==> src/hdl/realign_pkg.sv <==
package realign_pkg;

    // ----------------------------------------------------------------------
    // widths
    // ----------------------------------------------------------------------

    // instruction address width
    localparam int unsigned VLEN = 32;
    // instruction word width, also the fetch width of this front end
    localparam int unsigned ILEN = 32;
    // a compressed instruction occupies one halfword
    localparam int unsigned HALF_W = 16;
    // number of halfwords that arrive with each fetch word
    localparam int unsigned HALVES = ILEN / HALF_W;
    // the realigner can hand out at most this many instructions per cycle
    localparam int unsigned SLOTS = 2;

    // ----------------------------------------------------------------------
    // fetch word and pipeline records
    // ----------------------------------------------------------------------

    // one fetch word, read either as a full instruction or as its halfwords
    // half[0] is the lower halfword, which comes first in program order
    typedef union packed {
        logic [ILEN-1:0]                instr;
        logic [HALVES-1:0][HALF_W-1:0]  half;
    } fetch_word_u;

    // fetch as it is presented on the input ports
    typedef struct packed {
        logic [VLEN-1:0] addr;
        fetch_word_u     data;
    } fetch_req_t;

    // stage 1 record, the fetch plus the compressed flag of each halfword
    typedef struct packed {
        logic              valid;
        logic [VLEN-1:0]   addr;
        fetch_word_u       data;
        logic [HALVES-1:0] half_compressed;
    } predec_t;

    // one realigned instruction together with its own address
    typedef struct packed {
        logic            valid;
        logic [VLEN-1:0] addr;
        logic [ILEN-1:0] instr;
    } instr_slot_t;

    // slot[0] is older than slot[1] in program order
    typedef struct packed {
        instr_slot_t [SLOTS-1:0] slot;
    } realign_out_t;

endpackage
==> src/hdl/realign_top.sv <==
`timescale 1ns/10ps

module realign_top (
    input  logic                      clk_i,
    input  logic                      rst_ni,
    input  logic                      flush_i,
    input  logic                      valid_i,
    input  realign_pkg::fetch_req_t   fetch_i,
    output realign_pkg::realign_out_t instr_o,
    output logic                      serving_unaligned_o
);
    import realign_pkg::*;

    // ----------------------------------------------------------------------
    // stage 1 to stage 2
    // ----------------------------------------------------------------------

    // registered fetch word with its per-halfword compressed flags
    predec_t predec;

    // stage 1 samples every strobed word, there is no stall path, so the
    // fetch unit must never present more than one word per cycle
    fetch_predecode fetch_predecode_inst (
        .clk_i    (clk_i),
        .rst_ni   (rst_ni),
        .flush_i  (flush_i),
        .valid_i  (valid_i),
        .fetch_i  (fetch_i),
        .predec_o (predec)
    );

    // ----------------------------------------------------------------------
    // stage 2 and outputs
    // ----------------------------------------------------------------------

    // stage 2 splits the word into up to two instructions and keeps the
    // lower half of an instruction that continues into the next word
    // both stages see the same flush, which empties the whole pipeline
    // in one edge
    halfword_realigner halfword_realigner_inst (
        .clk_i               (clk_i),
        .rst_ni              (rst_ni),
        .flush_i             (flush_i),
        .predec_i            (predec),
        .instr_o             (instr_o),
        .serving_unaligned_o (serving_unaligned_o)
    );

endmodule

==> src/hdl/halfword_realigner.sv <==
`timescale 1ns/10ps

module halfword_realigner (
    input  logic                      clk_i,
    input  logic                      rst_ni,
    input  logic                      flush_i,
    input  realign_pkg::predec_t      predec_i,
    output realign_pkg::realign_out_t instr_o,
    output logic                      serving_unaligned_o
);
    import realign_pkg::*;

    // lower half of a full instruction that crossed into the next word
    logic              held_q,      held_d;
    logic [HALF_W-1:0] held_half_q, held_half_d;
    logic [VLEN-1:0]   held_addr_q, held_addr_d;

    // next value of both output slots
    realign_out_t slot_d;

    // output registers, valid bits apart from the payload
    logic [SLOTS-1:0]           slot_valid_q;
    logic [SLOTS-1:0][VLEN-1:0] slot_addr_q;
    logic [SLOTS-1:0][ILEN-1:0] slot_instr_q;

    // fields of the current stage 1 word
    logic [VLEN-1:0]   base_addr;
    logic [VLEN-1:0]   upper_addr;
    logic [HALF_W-1:0] lower_half;
    logic [HALF_W-1:0] upper_half;

    // the upper halfword still needs a decision
    logic take_upper;
    // index of the next free output slot
    logic fill_idx;

    function automatic instr_slot_t make_slot(input logic [VLEN-1:0] addr,
                                              input logic [ILEN-1:0] instr);
        instr_slot_t s;
        s.valid = 1'b1;
        s.addr  = addr;
        s.instr = instr;
        return s;
    endfunction

    // the word base drops bit 1, the upper halfword sits two bytes above it
    assign base_addr  = {predec_i.addr[VLEN-1:2], 1'b0, predec_i.addr[0]};
    assign upper_addr = {predec_i.addr[VLEN-1:2], 1'b1, predec_i.addr[0]};
    assign lower_half = predec_i.data.half[0];
    assign upper_half = predec_i.data.half[1];

    // ----------------------------------------------------------------------
    // realignment
    // ----------------------------------------------------------------------

    always_comb begin
        slot_d      = '0;
        held_d      = held_q;
        held_half_d = held_half_q;
        held_addr_d = held_addr_q;
        take_upper  = 1'b0;
        fill_idx    = 1'b0;

        if (predec_i.valid) begin
            if (held_q) begin
                // the lower half completes the instruction that started in
                // the previous word, it keeps the address of its first half
                slot_d.slot[0] = make_slot(held_addr_q, {lower_half, held_half_q});
                fill_idx       = 1'b1;
                take_upper     = 1'b1;
            end else if (predec_i.addr[1]) begin
                // jump into the middle of the word, the lower half is not ours
                take_upper = 1'b1;
            end else if (predec_i.half_compressed[0]) begin
                slot_d.slot[0] = make_slot(base_addr, {{(ILEN-HALF_W){1'b0}}, lower_half});
                fill_idx       = 1'b1;
                take_upper     = 1'b1;
            end else begin
                // aligned full instruction fills the whole word
                slot_d.slot[0] = make_slot(base_addr, predec_i.data.instr);
                held_d         = 1'b0;
            end

            // the upper halfword is either a complete compressed instruction
            // or the start of one that continues in the next fetch
            if (take_upper) begin
                if (predec_i.half_compressed[1]) begin
                    slot_d.slot[fill_idx] =
                        make_slot(upper_addr, {{(ILEN-HALF_W){1'b0}}, upper_half});
                    held_d = 1'b0;
                end else begin
                    held_d      = 1'b1;
                    held_half_d = upper_half;
                    held_addr_d = upper_addr;
                end
            end
        end
    end

    // ----------------------------------------------------------------------
    // state and output registers
    // ----------------------------------------------------------------------

    // a flush drops the item in this stage as well as any held half
    always_ff @(posedge clk_i or negedge rst_ni) begin
        if (!rst_ni) begin
            held_q       <= 1'b0;
            slot_valid_q <= '0;
        end else if (flush_i) begin
            held_q       <= 1'b0;
            slot_valid_q <= '0;
        end else begin
            held_q <= held_d;
            for (int i = 0; i < SLOTS; i++) begin
                slot_valid_q[i] <= slot_d.slot[i].valid;
            end
        end
    end

    // payload follows the stage 1 word and is only looked at when valid
    always_ff @(posedge clk_i) begin
        if (predec_i.valid) begin
            held_half_q <= held_half_d;
            held_addr_q <= held_addr_d;
            for (int i = 0; i < SLOTS; i++) begin
                slot_addr_q[i]  <= slot_d.slot[i].addr;
                slot_instr_q[i] <= slot_d.slot[i].instr;
            end
        end
    end

    always_comb begin
        for (int i = 0; i < SLOTS; i++) begin
            instr_o.slot[i].valid = slot_valid_q[i];
            instr_o.slot[i].addr  = slot_addr_q[i];
            instr_o.slot[i].instr = slot_instr_q[i];
        end
    end

    // high while the front half of a straddling instruction waits here
    assign serving_unaligned_o = held_q;

endmodule

==> src/hdl/fetch_predecode.sv <==
`timescale 1ns/10ps

module fetch_predecode (
    input  logic                    clk_i,
    input  logic                    rst_ni,
    input  logic                    flush_i,
    input  logic                    valid_i,
    input  realign_pkg::fetch_req_t fetch_i,
    output realign_pkg::predec_t    predec_o
);
    import realign_pkg::*;

    // compressed flag of each incoming halfword, before the register
    logic [HALVES-1:0] half_compressed;

    // stage 1 register, valid is control state and the rest is payload
    logic              valid_q;
    fetch_req_t        fetch_q;
    logic [HALVES-1:0] compressed_q;

    // ----------------------------------------------------------------------
    // halfword classification
    // ----------------------------------------------------------------------

    // a halfword starts a full 32-bit instruction only when its two low
    // bits are both one, every other pattern is a compressed encoding
    // the upper halfword is classified too, even though it may turn out
    // to be the second half of a full instruction, stage 2 sorts that out
    always_comb begin
        for (int i = 0; i < HALVES; i++) begin
            half_compressed[i] = ~&fetch_i.data.half[i][1:0];
        end
    end

    // ----------------------------------------------------------------------
    // stage register
    // ----------------------------------------------------------------------

    // the valid bit follows the strobe one cycle later
    // a fetch sampled together with a flush belongs to the old stream,
    // so it never enters the pipeline
    always_ff @(posedge clk_i or negedge rst_ni) begin
        if (!rst_ni) begin
            valid_q <= 1'b0;
        end else begin
            valid_q <= valid_i && !flush_i;
        end
    end

    // address, data and flags only load on a strobe, so an idle cycle
    // keeps the last word and saves toggling in stage 2
    always_ff @(posedge clk_i) begin
        if (valid_i) begin
            fetch_q      <= fetch_i;
            compressed_q <= half_compressed;
        end
    end

    // hand the registered word to the realigner
    assign predec_o.valid           = valid_q;
    assign predec_o.addr            = fetch_q.addr;
    assign predec_o.data            = fetch_q.data;
    assign predec_o.half_compressed = compressed_q;

endmodule

==> config.mk <==
export PLATFORM = sky130hd
export DESIGN_NAME = realign_top
export DESIGN_NICKNAME = d
export VERILOG_FILES = /design/src/hdl/realign_pkg.sv /design/src/hdl/realign_top.sv /design/src/hdl/halfword_realigner.sv /design/src/hdl/fetch_predecode.sv
export SDC_FILE = /design/constraint.sdc
export NUM_CORES = 1
export LEC_CHECK = 0
export BUFFER_PORTS_ARGS = -buffer_cell sky130_fd_sc_hd__buf_2
export CORE_MARGIN = 8
export CORE_UTILIZATION = 30
export DETAILED_ROUTE_END_ITERATION = 8
export GPL_TIMING_DRIVEN = 0
export HOLD_SLACK_MARGIN = 0.03
export PLACE_DENSITY = 0.63
export SYNTH_ARGS = -nofsm -noshare
export SYNTH_HDL_FRONTEND = slang
export SYNTH_SLANG_ARGS = --single-unit
==> constraint.sdc <==
create_clock -name clk_i -period 6.6 [get_ports clk_i]
set_input_delay 1.32 -clock clk_i [delete_from_list [all_inputs] [get_ports clk_i]]
set_output_delay 1.32 -clock clk_i [all_outputs]
set_load 0.05 [all_outputs]
# Word-level counts from Yosys, hierarchy flattened
# Cells that the tools add are included.
[word_totals]
register_bits = 245
inputBits = 68
out_inout_bits = 131
wordCells = 48
[op_classes]
n_lt_le_gt_ge = 2
muxes = 23
bitwise = 1
reduce_logical = 10
[ops]
columns = ["operator", "n"]
rows = [
  ["$mux 130", 3],
  ["$mux 65", 4],
  ["$bwmux 130", 1],
  ["$demux 65 s1", 1],
  ["$mux 32", 1],
  ["$mux 1", 12],
  ["$reduce_and 3->1", 2],
  ["$reduce_and 2->1", 2],
  ["$logic_not 1->1", 3],
  ["$logic_and 1x1->1", 2],
  ["$lt 1x2->1 const B", 1],
  ["$mux 2", 1],
  ["$reduce_bool 2->1", 1],
  ["$ge 1x1->1 const B", 1],
  ["$not 1->1", 1],
]

# Depth between registers and ports, before layout
# Gate-level depths: netlist (run 1).
[depth]
depth_word = 13
ltp_mapped = 6
ltp_nobuf = 3

# Cells and area by module
# A second synthesis (run 1) with hierarchy kept.
[unflattened]
cells_unflattened = 438
area_unflattened_um2 = 8254.2
[by_module_without_submodules]
columns = ["module", "n_inst", "cells_per_inst", "area_per_inst_um2", "seq_area_each_um2"]
rows = [
  ["halfword_realigner", 1, 367, 6218.5, 4849.7],
  ["fetch_predecode", 1, 71, 2035.7, 2006.9],
]

# Worst setup path before layout (run 1)
# OpenSTA, ideal clock, no wires.
[synth_path]
kind = "reg2reg"
start = "reg fetch_predecode_inst.valid_q"
end = "reg halfword_realigner_inst.held_q (netlist: halfword_realigner_inst.serving_unaligned_o)"
setup_time_ps = 79
arrival_ps = 7141
t_required_ps = 6521
slack_ps = -621
stages_incl_launch_ff = 4
path_buffers = 1
period_less_slack_ps = 7221
path_cell_list = "dfrtp_1 buf_2 nor3b_1 o21ba_2"
[synth_via]
elab_chain_len = 1
[synth_lines]
columns = ["item", "line_no", "text"]
rows = [
  ["start, declared", "fetch_predecode.sv:17", "logic valid_q;"],
  ["start signal, assigned", "fetch_predecode.sv:46", "valid_q <= valid_i && !flush_i;"],
  ["$reduce_bool 2->1 (no source line)", "n/a", ""],
  ["end signal, assigned", "halfword_realigner.sv:113", "held_q <= held_d;"],
  ["end, declared", "halfword_realigner.sv:14", "logic held_q, held_d;"],
]
# No other way between the ends.
# A chain may end at the register's enable or synchronous reset.

# Final worst setup path (run 1)
[layout_path]
start = "reg halfword_realigner_inst.held_q (netlist: halfword_realigner_inst.serving_unaligned_o)"
end = "out serving_unaligned_o"
[layout_rtl]
columns = ["item", "line_no", "text"]
rows = [
  ["end, declared", "realign_top.sv:10", "output logic serving_unaligned_o"],
]
# No word-level cell between the ends.

==> impl_metrics.toml, run 1 <==
[yosys]
synth.area.top_cells = "edfxtp_1 80%, mux2i_1 3.7%, and2_1 3.5%"
avgSynthCellArea_um2 = 17.6
yosys_warnings = 0
synth_commonest_cells = "225 x edfxtp_1, 47 x and2_1, 33 x nor2_1"
netlist.area_leader.share_pct = 79.6
netlist_area_um2 = 8490
netlist_instances = 482
synth_top_family_by_area = "simple AND/OR/NAND/NOR gates"
synth_edf_count = 225
ys_ff_latch = 229
synth.largest_area_cell = "edfxtp_1"
synth_compound_area_share_pct = 5.12
synth_flop_cell = "edfxtp_1"
synthMuxAreaShare_pct = 3.66
synthAdderAreaFrac_pct = 0
ys_async_sr_fraction_pct = 1.75
synthSimpleGateAreaFrac_pct = 7.19
synth.distinct_cells = 28
ys_seq_area_share_pct = 80.8
synthXorXnorAreaFrac_pct = 0
synth.most_common_cell = "edfxtp_1"

[worst_setup_path]
worstReg2RegEnd = "halfword_realigner_inst.held_addr_q[7]"
critical_path.max_stage_delay_ps = 540
rrSetupSlack_ps = 3940
r2r-start = "fetch_predecode_inst.valid_q"
r2r_cells = 5
required_ps = 5280
path_delay_family = "flip-flops"
cpMaxStageDelayCell = "dfrtp_1"
path_class = "register to output port"
endpoint_kind = "output port"
crit_fanout = 6
start_kind = "register"
path_cells = "buf_2"
critical_path_arrival_ps = 1420
crit_buf_inv = 1

[cts]
ctsHoldBuffers = 0
cts_setup_buffers = 0
htreeDepth = 1
cts_tree = "done"
cts_resized = 0
cts.path.max_buffers = 3
clock_latency_ps = 510
cts_sinks = 229
cts_root_buf = "clkbuf_16"
path_clk_slew_ps = 60
numCtsBuffers = 26

[sta]
hold_violations = 0
whs_ps = 470
fmax_ghz = 0.365
period_share_pct = 41.5
tightest_slew_ps = 765
setup_viol_count_final = 0
relSlewSlack_pct = 49.0
fin_ws_ps = 3860
finClkSkew_ps = 9.37
slew_violations = 0
fin_crit_ps = 2740
grt_setup_unrepaired = "false"

[pwr]
p_sw_uw = 806
pwr-share-seq_pct = 49.8
p_sw_share_pct = 23.3
leakagePower_uw = 0.00413
p_comb_share_pct = 8.3
p_per_area_nw_per_um2 = 317
peakVddDrop_uv = 280
clkPwrFrac_pct = 41.9
internal_power_uw = 2660

[routing]
ant_nets = 0
wirelength_um = 20700
wl_per_cell_um = 18.6
viasPerCell = 4.27
drc_errors = 0
num_vias = 4733
drt_iter0_drc = 288
drtPass1Iterations = 6

[floorplanning]
start_util_pct = 30.5
die_h_um = 184
dieWidth_um = 184
core_um2 = 27900
rows = 61
fp.dieArea_um2 = 33900
io_pins = 199

[global_routing]
antenna_found_initial = 4
overflow = 0
track_usage_pct = 11.6
grt_pass1_wl_um = 29900
grt_pass1_vias = 4938
grt_max_degree = 62

[layout]
ff_latch_area_um2 = 6860
nFillCells = 2610
drive_gt1_share_pct = 37.1
fin_area_um2 = 10900
multi_input_area_um2 = 1430
layout.nets = 780
area_delta_synth_final_pct = 28.6

[placed_design]
pre_cts_slack_ps = 3890
place_area_um2 = 10000
place_hpwl_um = 14600
io_buffers = 182
gp_congestion = 0.739

[worst_hold_path]
hp-start = "fetch_predecode_inst.predec_o[59]"
hold_class = "register to register"
hold_depth = 0
min_to = "halfword_realigner_inst.held_addr_q[25]"

[status]
status = "complete, no violations"

[run]
cap_violations = 0
[registers in the layout, summed over array words and instances, names as in the netlist]
name and flops:
halfword_realigner_inst.held_half_q 16, halfword_realigner_inst.slot_valid_q 2, fetch_predecode_inst.valid_q 1, halfword_realigner_inst.held_addr_q 31, halfword_realigner_inst.instr_o 112, fetch_predecode_inst.predec_o 64
halfword_realigner_inst.serving_unaligned_o 1, fetch_predecode_inst.compressed_q 2
[per-stage QoR]
| stage | TNS, ps | cells | power (µW) | util [%] |
|---|---|---|---|---|
| after global placement | -76220 | 1057 | 2040 | 35.7 |
| after detailed placement | 0 | 1062 | 2050 | 36.1 |
| final | 0 | 1109 | 3460 | 39.2 |
| after floorplan | 0 | 497 | 1940 | - |
| after CTS | 0 | 1108 | 3520 | 39.2 |
| after global routing | 0 | 1109 | 3590 | 39.2 |
[power groups by stage]
stage / sequential, µW / clock, µW / combinational [µW]
after floorplan: 1840 / 0 / 97.8
after CTS: 1720 / 1500 / 292
after global placement: 1760 / 0 / 274
after detailed placement: 1750 / 0 / 291
final: 1720 / 1450 / 288
after global routing: 1730 / 1550 / 305
[how the worst max path moves through the flow]
| stage | start | end | cells after the start |
|---|---|---|---|
| after floorplan | fetch_predecode_inst.valid_q | halfword_realigner_inst.held_addr_q[0] | 2 |
| after global placement | fetch_predecode_inst.valid_q | halfword_realigner_inst.serving_unaligned_o | 3 |
| after detailed placement | fetch_predecode_inst.valid_q | halfword_realigner_inst.held_addr_q[13] | 5 |
| after CTS | halfword_realigner_inst.serving_unaligned_o | serving_unaligned_o | 1 |
| after global routing | fetch_predecode_inst.valid_q | halfword_realigner_inst.held_addr_q[7] | 5 |
| final | halfword_realigner_inst.serving_unaligned_o | serving_unaligned_o | 1 |
[kinds of logic (layout without fill, tap and decap cells)]
kind of cell           count (synthesis)  in the layout
AO/OA/AOI/OAI                         67             67
buffers and inverters                 43            276
flip-flops                           229            229
multiplexers                          31             31
other                                  1             17
AND/OR/NAND/NOR                      111            111
[routing by layer]
| metal | wire [µm] | track usage, % | vias to the layer above |
|---|---|---|---|
| met5 | 40 | 0 | - |
| met1 | 8270 | 13.7 | 2305 |
| li1 | - | - | 2240 |
| met2 | 10600 | 20.4 | 144 |
| met3 | 1240 | 2.62 | 38 |
| met4 | 529 | 3.94 | 6 |
[cell type report]
class                   count  area share (%)
multi-input cells         225            13.1
diodes                      1          0.0229
clock buffers              29            6.26
inverters                   2          0.0688
repair buffers            187            9.28
well taps                 378            4.33
flip-flops and latches    229            62.8
plain buffers              41            2.42
clock inverters            17            1.71
[placed cells by master (no fill, tap or decap), types with 3 or more instances in the layout]
master     synthesis  final
a21oi_1           18     18
a22oi_1           29     29
and2_1            47     47
buf_2             11    192
buf_4             23     24
buf_8              0      3
bufinv_16          0      4
clkbuf_1           4      6
clkbuf_16          0     27
clkinv_1           0      5
clkinv_2           0      6
conb_1             1     16
dfrtp_1            4      3
edfxtp_1         225    225
mux2i_1           31     31
nand2_1            4      4
nand3_1            3      3
nor2_1            33     33
nor2b_1           19     19
o21ai_0           16     16
(Power assumes the default switching activity.)
==> run 2, diff against run 1 <==
--- a/config.mk
+++ b/config.mk
@@ -5,13 +5,14 @@
 export SDC_FILE = /design/constraint.sdc
 export NUM_CORES = 1
 export LEC_CHECK = 0
+export ABC_AREA = 1
 export BUFFER_PORTS_ARGS = -buffer_cell sky130_fd_sc_hd__buf_2
 export CORE_MARGIN = 8
 export CORE_UTILIZATION = 30
 export DETAILED_ROUTE_END_ITERATION = 8
 export GPL_TIMING_DRIVEN = 0
 export HOLD_SLACK_MARGIN = 0.03
-export PLACE_DENSITY = 0.63
+export PLACE_DENSITY = 0.62
 export SYNTH_ARGS = -nofsm -noshare
 export SYNTH_HDL_FRONTEND = slang
 export SYNTH_SLANG_ARGS = --single-unit
==> constraint.sdc (replaced) <==
create_clock -name clk_i -period 2.6 [get_ports clk_i]
set_input_delay 0.52 -clock clk_i [delete_from_list [all_inputs] [get_ports clk_i]]
set_output_delay 0.52 -clock clk_i [all_outputs]
set_load 0.05 [all_outputs]
==> impl_metrics.toml, run 2 <==
[worst_setup_path]
cp_common_cell = "buf_16"
r2r_cells = 7
critical_path_arrival_ps = 2380
start_kind = "register"
rrSetupSlack_ps = 440
crit_fanout = 17
crit_buf_inv = 4
endpoint_kind = "register"
cpMaxStageDelayCell = "dfrtp_1"
worstReg2RegEnd = "halfword_realigner_inst.held_half_q[10]"
path_class = "register to register"
r2r-start = "halfword_realigner_inst.serving_unaligned_o"
path_cells = "inv_2 -> nand2_1 -> nor2_2 -> buf_4 -> nor3_4 -> buf_16 -> buf_16"
critical_path.max_stage_delay_ps = 450
path_delay_family = "buffers and inverters"
required_ps = 2820

[run]
cap_violations = 0

[global_routing]
antenna_found_initial = 6
grt_pass1_vias = 5531
grt_pass1_wl_um = 32900
track_usage_pct = 12.7
grt_max_degree = 47
overflow = 0

[sta]
finClkSkew_ps = 10.5
period_share_pct = 83.0
slew_violations = 0
whs_ps = 168
relSlewSlack_pct = 52.1
hold_violations = 0
tightest_slew_ps = 718
grt_setup_unrepaired = "false"
fmax_ghz = 0.463
fin_crit_ps = 2160
setup_viol_count_final = 0
fin_ws_ps = 441

[worst_hold_path]
hp-start = "flush_i"
min_to = "halfword_realigner_inst.slot_valid_q[1]"
hold_depth = 2
hold_class = "input port to register"

[layout]
final_common_cell = "edfxtp_1"
layout.nets = 923
antenna_cells = 0
largest_reg_flops = 112
area_delta_synth_final_pct = 29.2
layout_common_cells = "225 x edfxtp_1, 195 x buf_2, 108 x nand2_1"
fin_area_um2 = 11100
drive_gt1_share_pct = 30.5

[routing]
num_vias = 5345
drtPass1Iterations = 5
wirelength_um = 22300
wl_per_cell_um = 17.7
viasPerCell = 4.25
drc_errors = 0
drt_iter0_drc = 284
ant_nets = 0

[cts]
path_clk_slew_ps = 60
cts_root_buf = "clkbuf_16"
cts_sinks = 229
cts_tree = "done"
numCtsBuffers = 26
cts_resized = 0
htreeDepth = 1
clock_latency_ps = 520
cts.path.max_buffers = 3

[floorplanning]
dieWidth_um = 185
io_pins = 199
rows = 62
fp.dieArea_um2 = 34300
die_h_um = 185
start_util_pct = 30.2
core_um2 = 28400

[yosys]
yosys_warnings = 0
synth.distinct_cells = 17
avgSynthCellArea_um2 = 13.8
synth_edf_count = 225
synth_commonest_cells = "225 x edfxtp_1, 108 x nand2_1, 76 x a21oi_1"
ys_ff_latch = 229
netlist.area_leader.share_pct = 78.8
synth.most_common_cell = "edfxtp_1"
ys_async_sr_fraction_pct = 1.75
synth.largest_area_cell = "edfxtp_1"
synth_flop_cell = "edfxtp_1"
synth.area.top_cells = "edfxtp_1 79%, nand2_1 4.7%, a21oi_1 4.4%"
netlist_instances = 623
netlist_area_um2 = 8580
ys_seq_area_share_pct = 80.0

[pwr]
p_per_area_nw_per_um2 = 792
clkPwrFrac_pct = 41.6
leakagePower_uw = 0.00459
peakVddDrop_uv = 424
p_sw_uw = 2130
p_sw_share_pct = 24.2
pwr-share-seq_pct = 49.8
finalPower_uw = 8770
internal_power_uw = 6640
p_comb_share_pct = 8.6

[placed_design]
place_hpwl_um = 15200
place_area_um2 = 10200
pre_cts_slack_ps = 412
gp_congestion = 0.730
io_buffers = 182

[status]
status = "complete, no violations"
run 2: cell count changes in the layout (fill, tap and decap cells not counted), moves of 23 or more:
cell / delta
nor2_1: +23
mux2i_1: -31
a21oi_1: +58
inv_1: +66
a22oi_1: -29
nand2_1: +104
and2_1: -47
nand3_1: +34
run 2: logic make-up after synthesis:
| family | after synthesis | synth area share, % |
|---|---|---|
| buffers and inverters | 112 | 5.94 |
| other | 1 | 0.0437 |
| AND/OR/NAND/NOR | 204 | 9.54 |
| AO/OA/AOI/OAI | 77 | 4.52 |
| flip-flops | 229 | 80.0 |
run 2: repair_timing:
action / in CTS / in global routing
buffers inserted: 0 / 0
hold buffers: 1 / 0
hold endpoints to repair: 4 / 0
run 2: worst max path at each step:
stage                                                startpoint                                 endpoint  slack [ps]  depth (start not counted)
global placement                   fetch_predecode_inst.valid_q   halfword_realigner_inst.held_addr_q[7]       -1610                          2
CTS                 halfword_realigner_inst.serving_unaligned_o  halfword_realigner_inst.held_half_q[10]         400                          7
detailed placement  halfword_realigner_inst.serving_unaligned_o   halfword_realigner_inst.held_half_q[7]         410                          7
global route        halfword_realigner_inst.serving_unaligned_o  halfword_realigner_inst.held_half_q[10]         290                          7
floorplan                          fetch_predecode_inst.valid_q   halfword_realigner_inst.held_addr_q[0]        -240                          2
finish              halfword_realigner_inst.serving_unaligned_o  halfword_realigner_inst.held_half_q[10]         440                          7
run 2: layout make-up:
type	count	area (µm²)
fill	2752	17300
clock buffer	29	683
inverter	69	264
clock inverter	19	180
sequential	229	6860
buffer	43	250
timing repair buffer	189	1080
multi-input combinational	297	1280
tap	384	480
run 2: per-layer routing:
layer	share of wire [%]	vias to the layer above	global-route usage, %
li1	-	2584	-
met1	42	2504	15.9
met2	48	203	21.3
met3	8.8	42	3.75
met4	1.6	12	3.43
met5	0.36	-	0
run 2: metrics by stage:
step	TNS [ps]	instances	util, %
after global routing	0	1259	39.0
final	0	1259	39.0
after detailed placement	0	1210	35.9
after global placement	-77790	1204	35.4
after floorplan	-11080	638	-
after CTS	0	1259	39.0
run 2: power by group through the flow:
stage | clock network, µW | logic, µW | registers (µW)
2_1_floorplan | 0 | 263 | 4640
3_3_place_gp | 0 | 702 | 4470
3_5_place_dp | 0 | 767 | 4440
4_1_cts | 3760 | 770 | 4370
5_1_grt | 3900 | 813 | 4390
6_report | 3650 | 757 | 4360
==> run 3, diff against run 2 <==
==> constraint.sdc (replaced) <==
create_clock -name clk_i -period 2 [get_ports clk_i]
set_input_delay 0.4 -clock clk_i [delete_from_list [all_inputs] [get_ports clk_i]]
set_output_delay 0.4 -clock clk_i [all_outputs]
set_load 0.05 [all_outputs]
==> impl_metrics.toml, run 3 (synthesized netlist as in run 2, its figures left out) <==
[layout]
layout_common_cells = "225 x edfxtp_1, 194 x buf_2, 108 x nand2_1"
final_cells = 1295
area_delta_synth_final_pct = 33.3
largest_reg_flops = 112
ff_latch_area_um2 = 6860
fin_area_um2 = 11400
multi_input_area_um2 = 1290
drive_gt1_share_pct = 30.1
final_common_cell = "edfxtp_1"
layout.nets = 956
nFillCells = 2727

[floorplanning]
start_util_pct = 30.2
core_um2 = 28400
fp.dieArea_um2 = 34300
io_pins = 199
rows = 62
dieWidth_um = 185
die_h_um = 185

[worst_setup_path]
critical_path.max_stage_delay_ps = 480
cpMaxStageDelayCell = "edfxtp_1"
cp_common_cell = "buf_16"
critical_path_arrival_ps = 2070
endpoint_kind = "register"
path_cells = "inv_1 -> nand2_1 -> nor2_4 -> buf_4 -> nor3_4 -> buf_16 -> buf_16"
crit_fanout = 17
path_class = "register to register"
start_kind = "register"
required_ps = 2220

[placed_design]
gp_congestion = 0.730
place_area_um2 = 10200
place_hpwl_um = 15200
placed_cells = 1210
io_buffers = 182

[sta]
setup_viol_count_final = 0
grt_setup_unrepaired = "false"
tightest_slew_ps = 727
relSlewSlack_pct = 51.6
whs_ps = 56.2
fin_crit_ps = 1850
slew_violations = 0
fin_tns_setup_ps = 0
period_share_pct = 92.4
finClkSkew_ps = 11.6
hold_violations = 0
fmax_ghz = 0.541

[global_routing]
grt_pass1_wl_um = 33600
track_usage_pct = 13.0
overflow = 0
grt_pass1_vias = 5677
grt_max_degree = 47
antenna_found_initial = 5

[pwr]
p_comb_share_pct = 9.2
finalPower_uw = 11500
pwr-share-seq_pct = 49.4
p_sw_uw = 2790
p_per_area_nw_per_um2 = 1000
clkPwrFrac_pct = 41.4
internal_power_uw = 8680
leakagePower_uw = 0.00474
peakVddDrop_uv = 565
p_sw_share_pct = 24.3

[routing]
wirelength_um = 22700
wl_per_cell_um = 17.5
drc_errors = 0
num_vias = 5462
drt_iter0_drc = 293
viasPerCell = 4.22
ant_nets = 0
drtPass1Iterations = 4

[cts]
cts.path.max_buffers = 3
htreeDepth = 1
path_clk_slew_ps = 60
numCtsBuffers = 26
cts_sinks = 229
cts_tree = "done"
clock_latency_ps = 520
cts_root_buf = "clkbuf_16"

[status]
status = "complete, no violations"

[run]
cap_violations = 0

[worst_hold_path]
hold_class = "input port to register"
==> run 3: cell type report <==
cell class,instances,share of cell area [%]
Inverter,69,2.31
Sequential cell,229,60.0
Clock buffer,29,5.98
Buffer,43,2.21
Clock inverter,19,1.58
Timing Repair Buffer,222,12.3
Multi-Input combinational cell,297,11.3
Tap cell,384,4.20
Antenna cell,3,0.0657
==> run 3: repair_timing <==
item	4_1_cts	5_1_grt
hold buffers	30	1
setup endpoints to repair	56	29
gates resized for setup	3	2
cloned	0	0
hold endpoints to repair	34	1
setup buffers	3	0
pin swaps	2	0
==> run 3: power by group through the flow <==
stage	Sequential (µW)	Combinational [µW]	Clock (µW)
2_1_floorplan	6040	341	0
3_3_place_gp	5810	913	0
3_5_place_dp	5770	997	0
4_1_cts	5670	1060	4890
5_1_grt	5700	1130	5070
6_report	5670	1050	4750
==> run 3: worst paths after layout <==
path	start	end	slack, ps	cells after the start
setup / recovery	fetch_predecode_inst.predec_o[35]	halfword_realigner_inst.held_half_q[10]	150	7
hold / removal	fetch_i[3]	fetch_predecode_inst.predec_o[5]	60	1
setup reg to reg	fetch_predecode_inst.predec_o[35]	halfword_realigner_inst.held_half_q[10]	150	7
hold reg to reg	fetch_predecode_inst.predec_o[59]	halfword_realigner_inst.held_addr_q[25]	480	0
max in group asynchronous	rst_ni	fetch_predecode_inst.valid_q	1610	2
min in group asynchronous	rst_ni	halfword_realigner_inst.slot_valid_q[0]	230	2
==> run 3: through the flow <==
step / setup WS, ps / util [%]
final: 152 / 40.3
after detailed placement: -188 / 35.9
after floorplan: -836 / -
after CTS: 73.4 / 40.2
after global routing: 6.80 / 40.3
after global placement: -2210 / 35.4
==> run 3: per-layer routing <==
layer	part of all wire [%]	GRT usage, %
met1	42	16.3
met5	0.11	0
met4	1.5	3.43
met3	8.3	3.53
met2	48	21.9
==> run 3: critical path: cells and delay by family (launching register included) <==
| family | cells | cell delay [ps] |
|---|---|---|
| DFF | 1 | 480 |
| buffers and inverters | 4 | 660 |
| and+or+nand+nor | 3 | 400 |
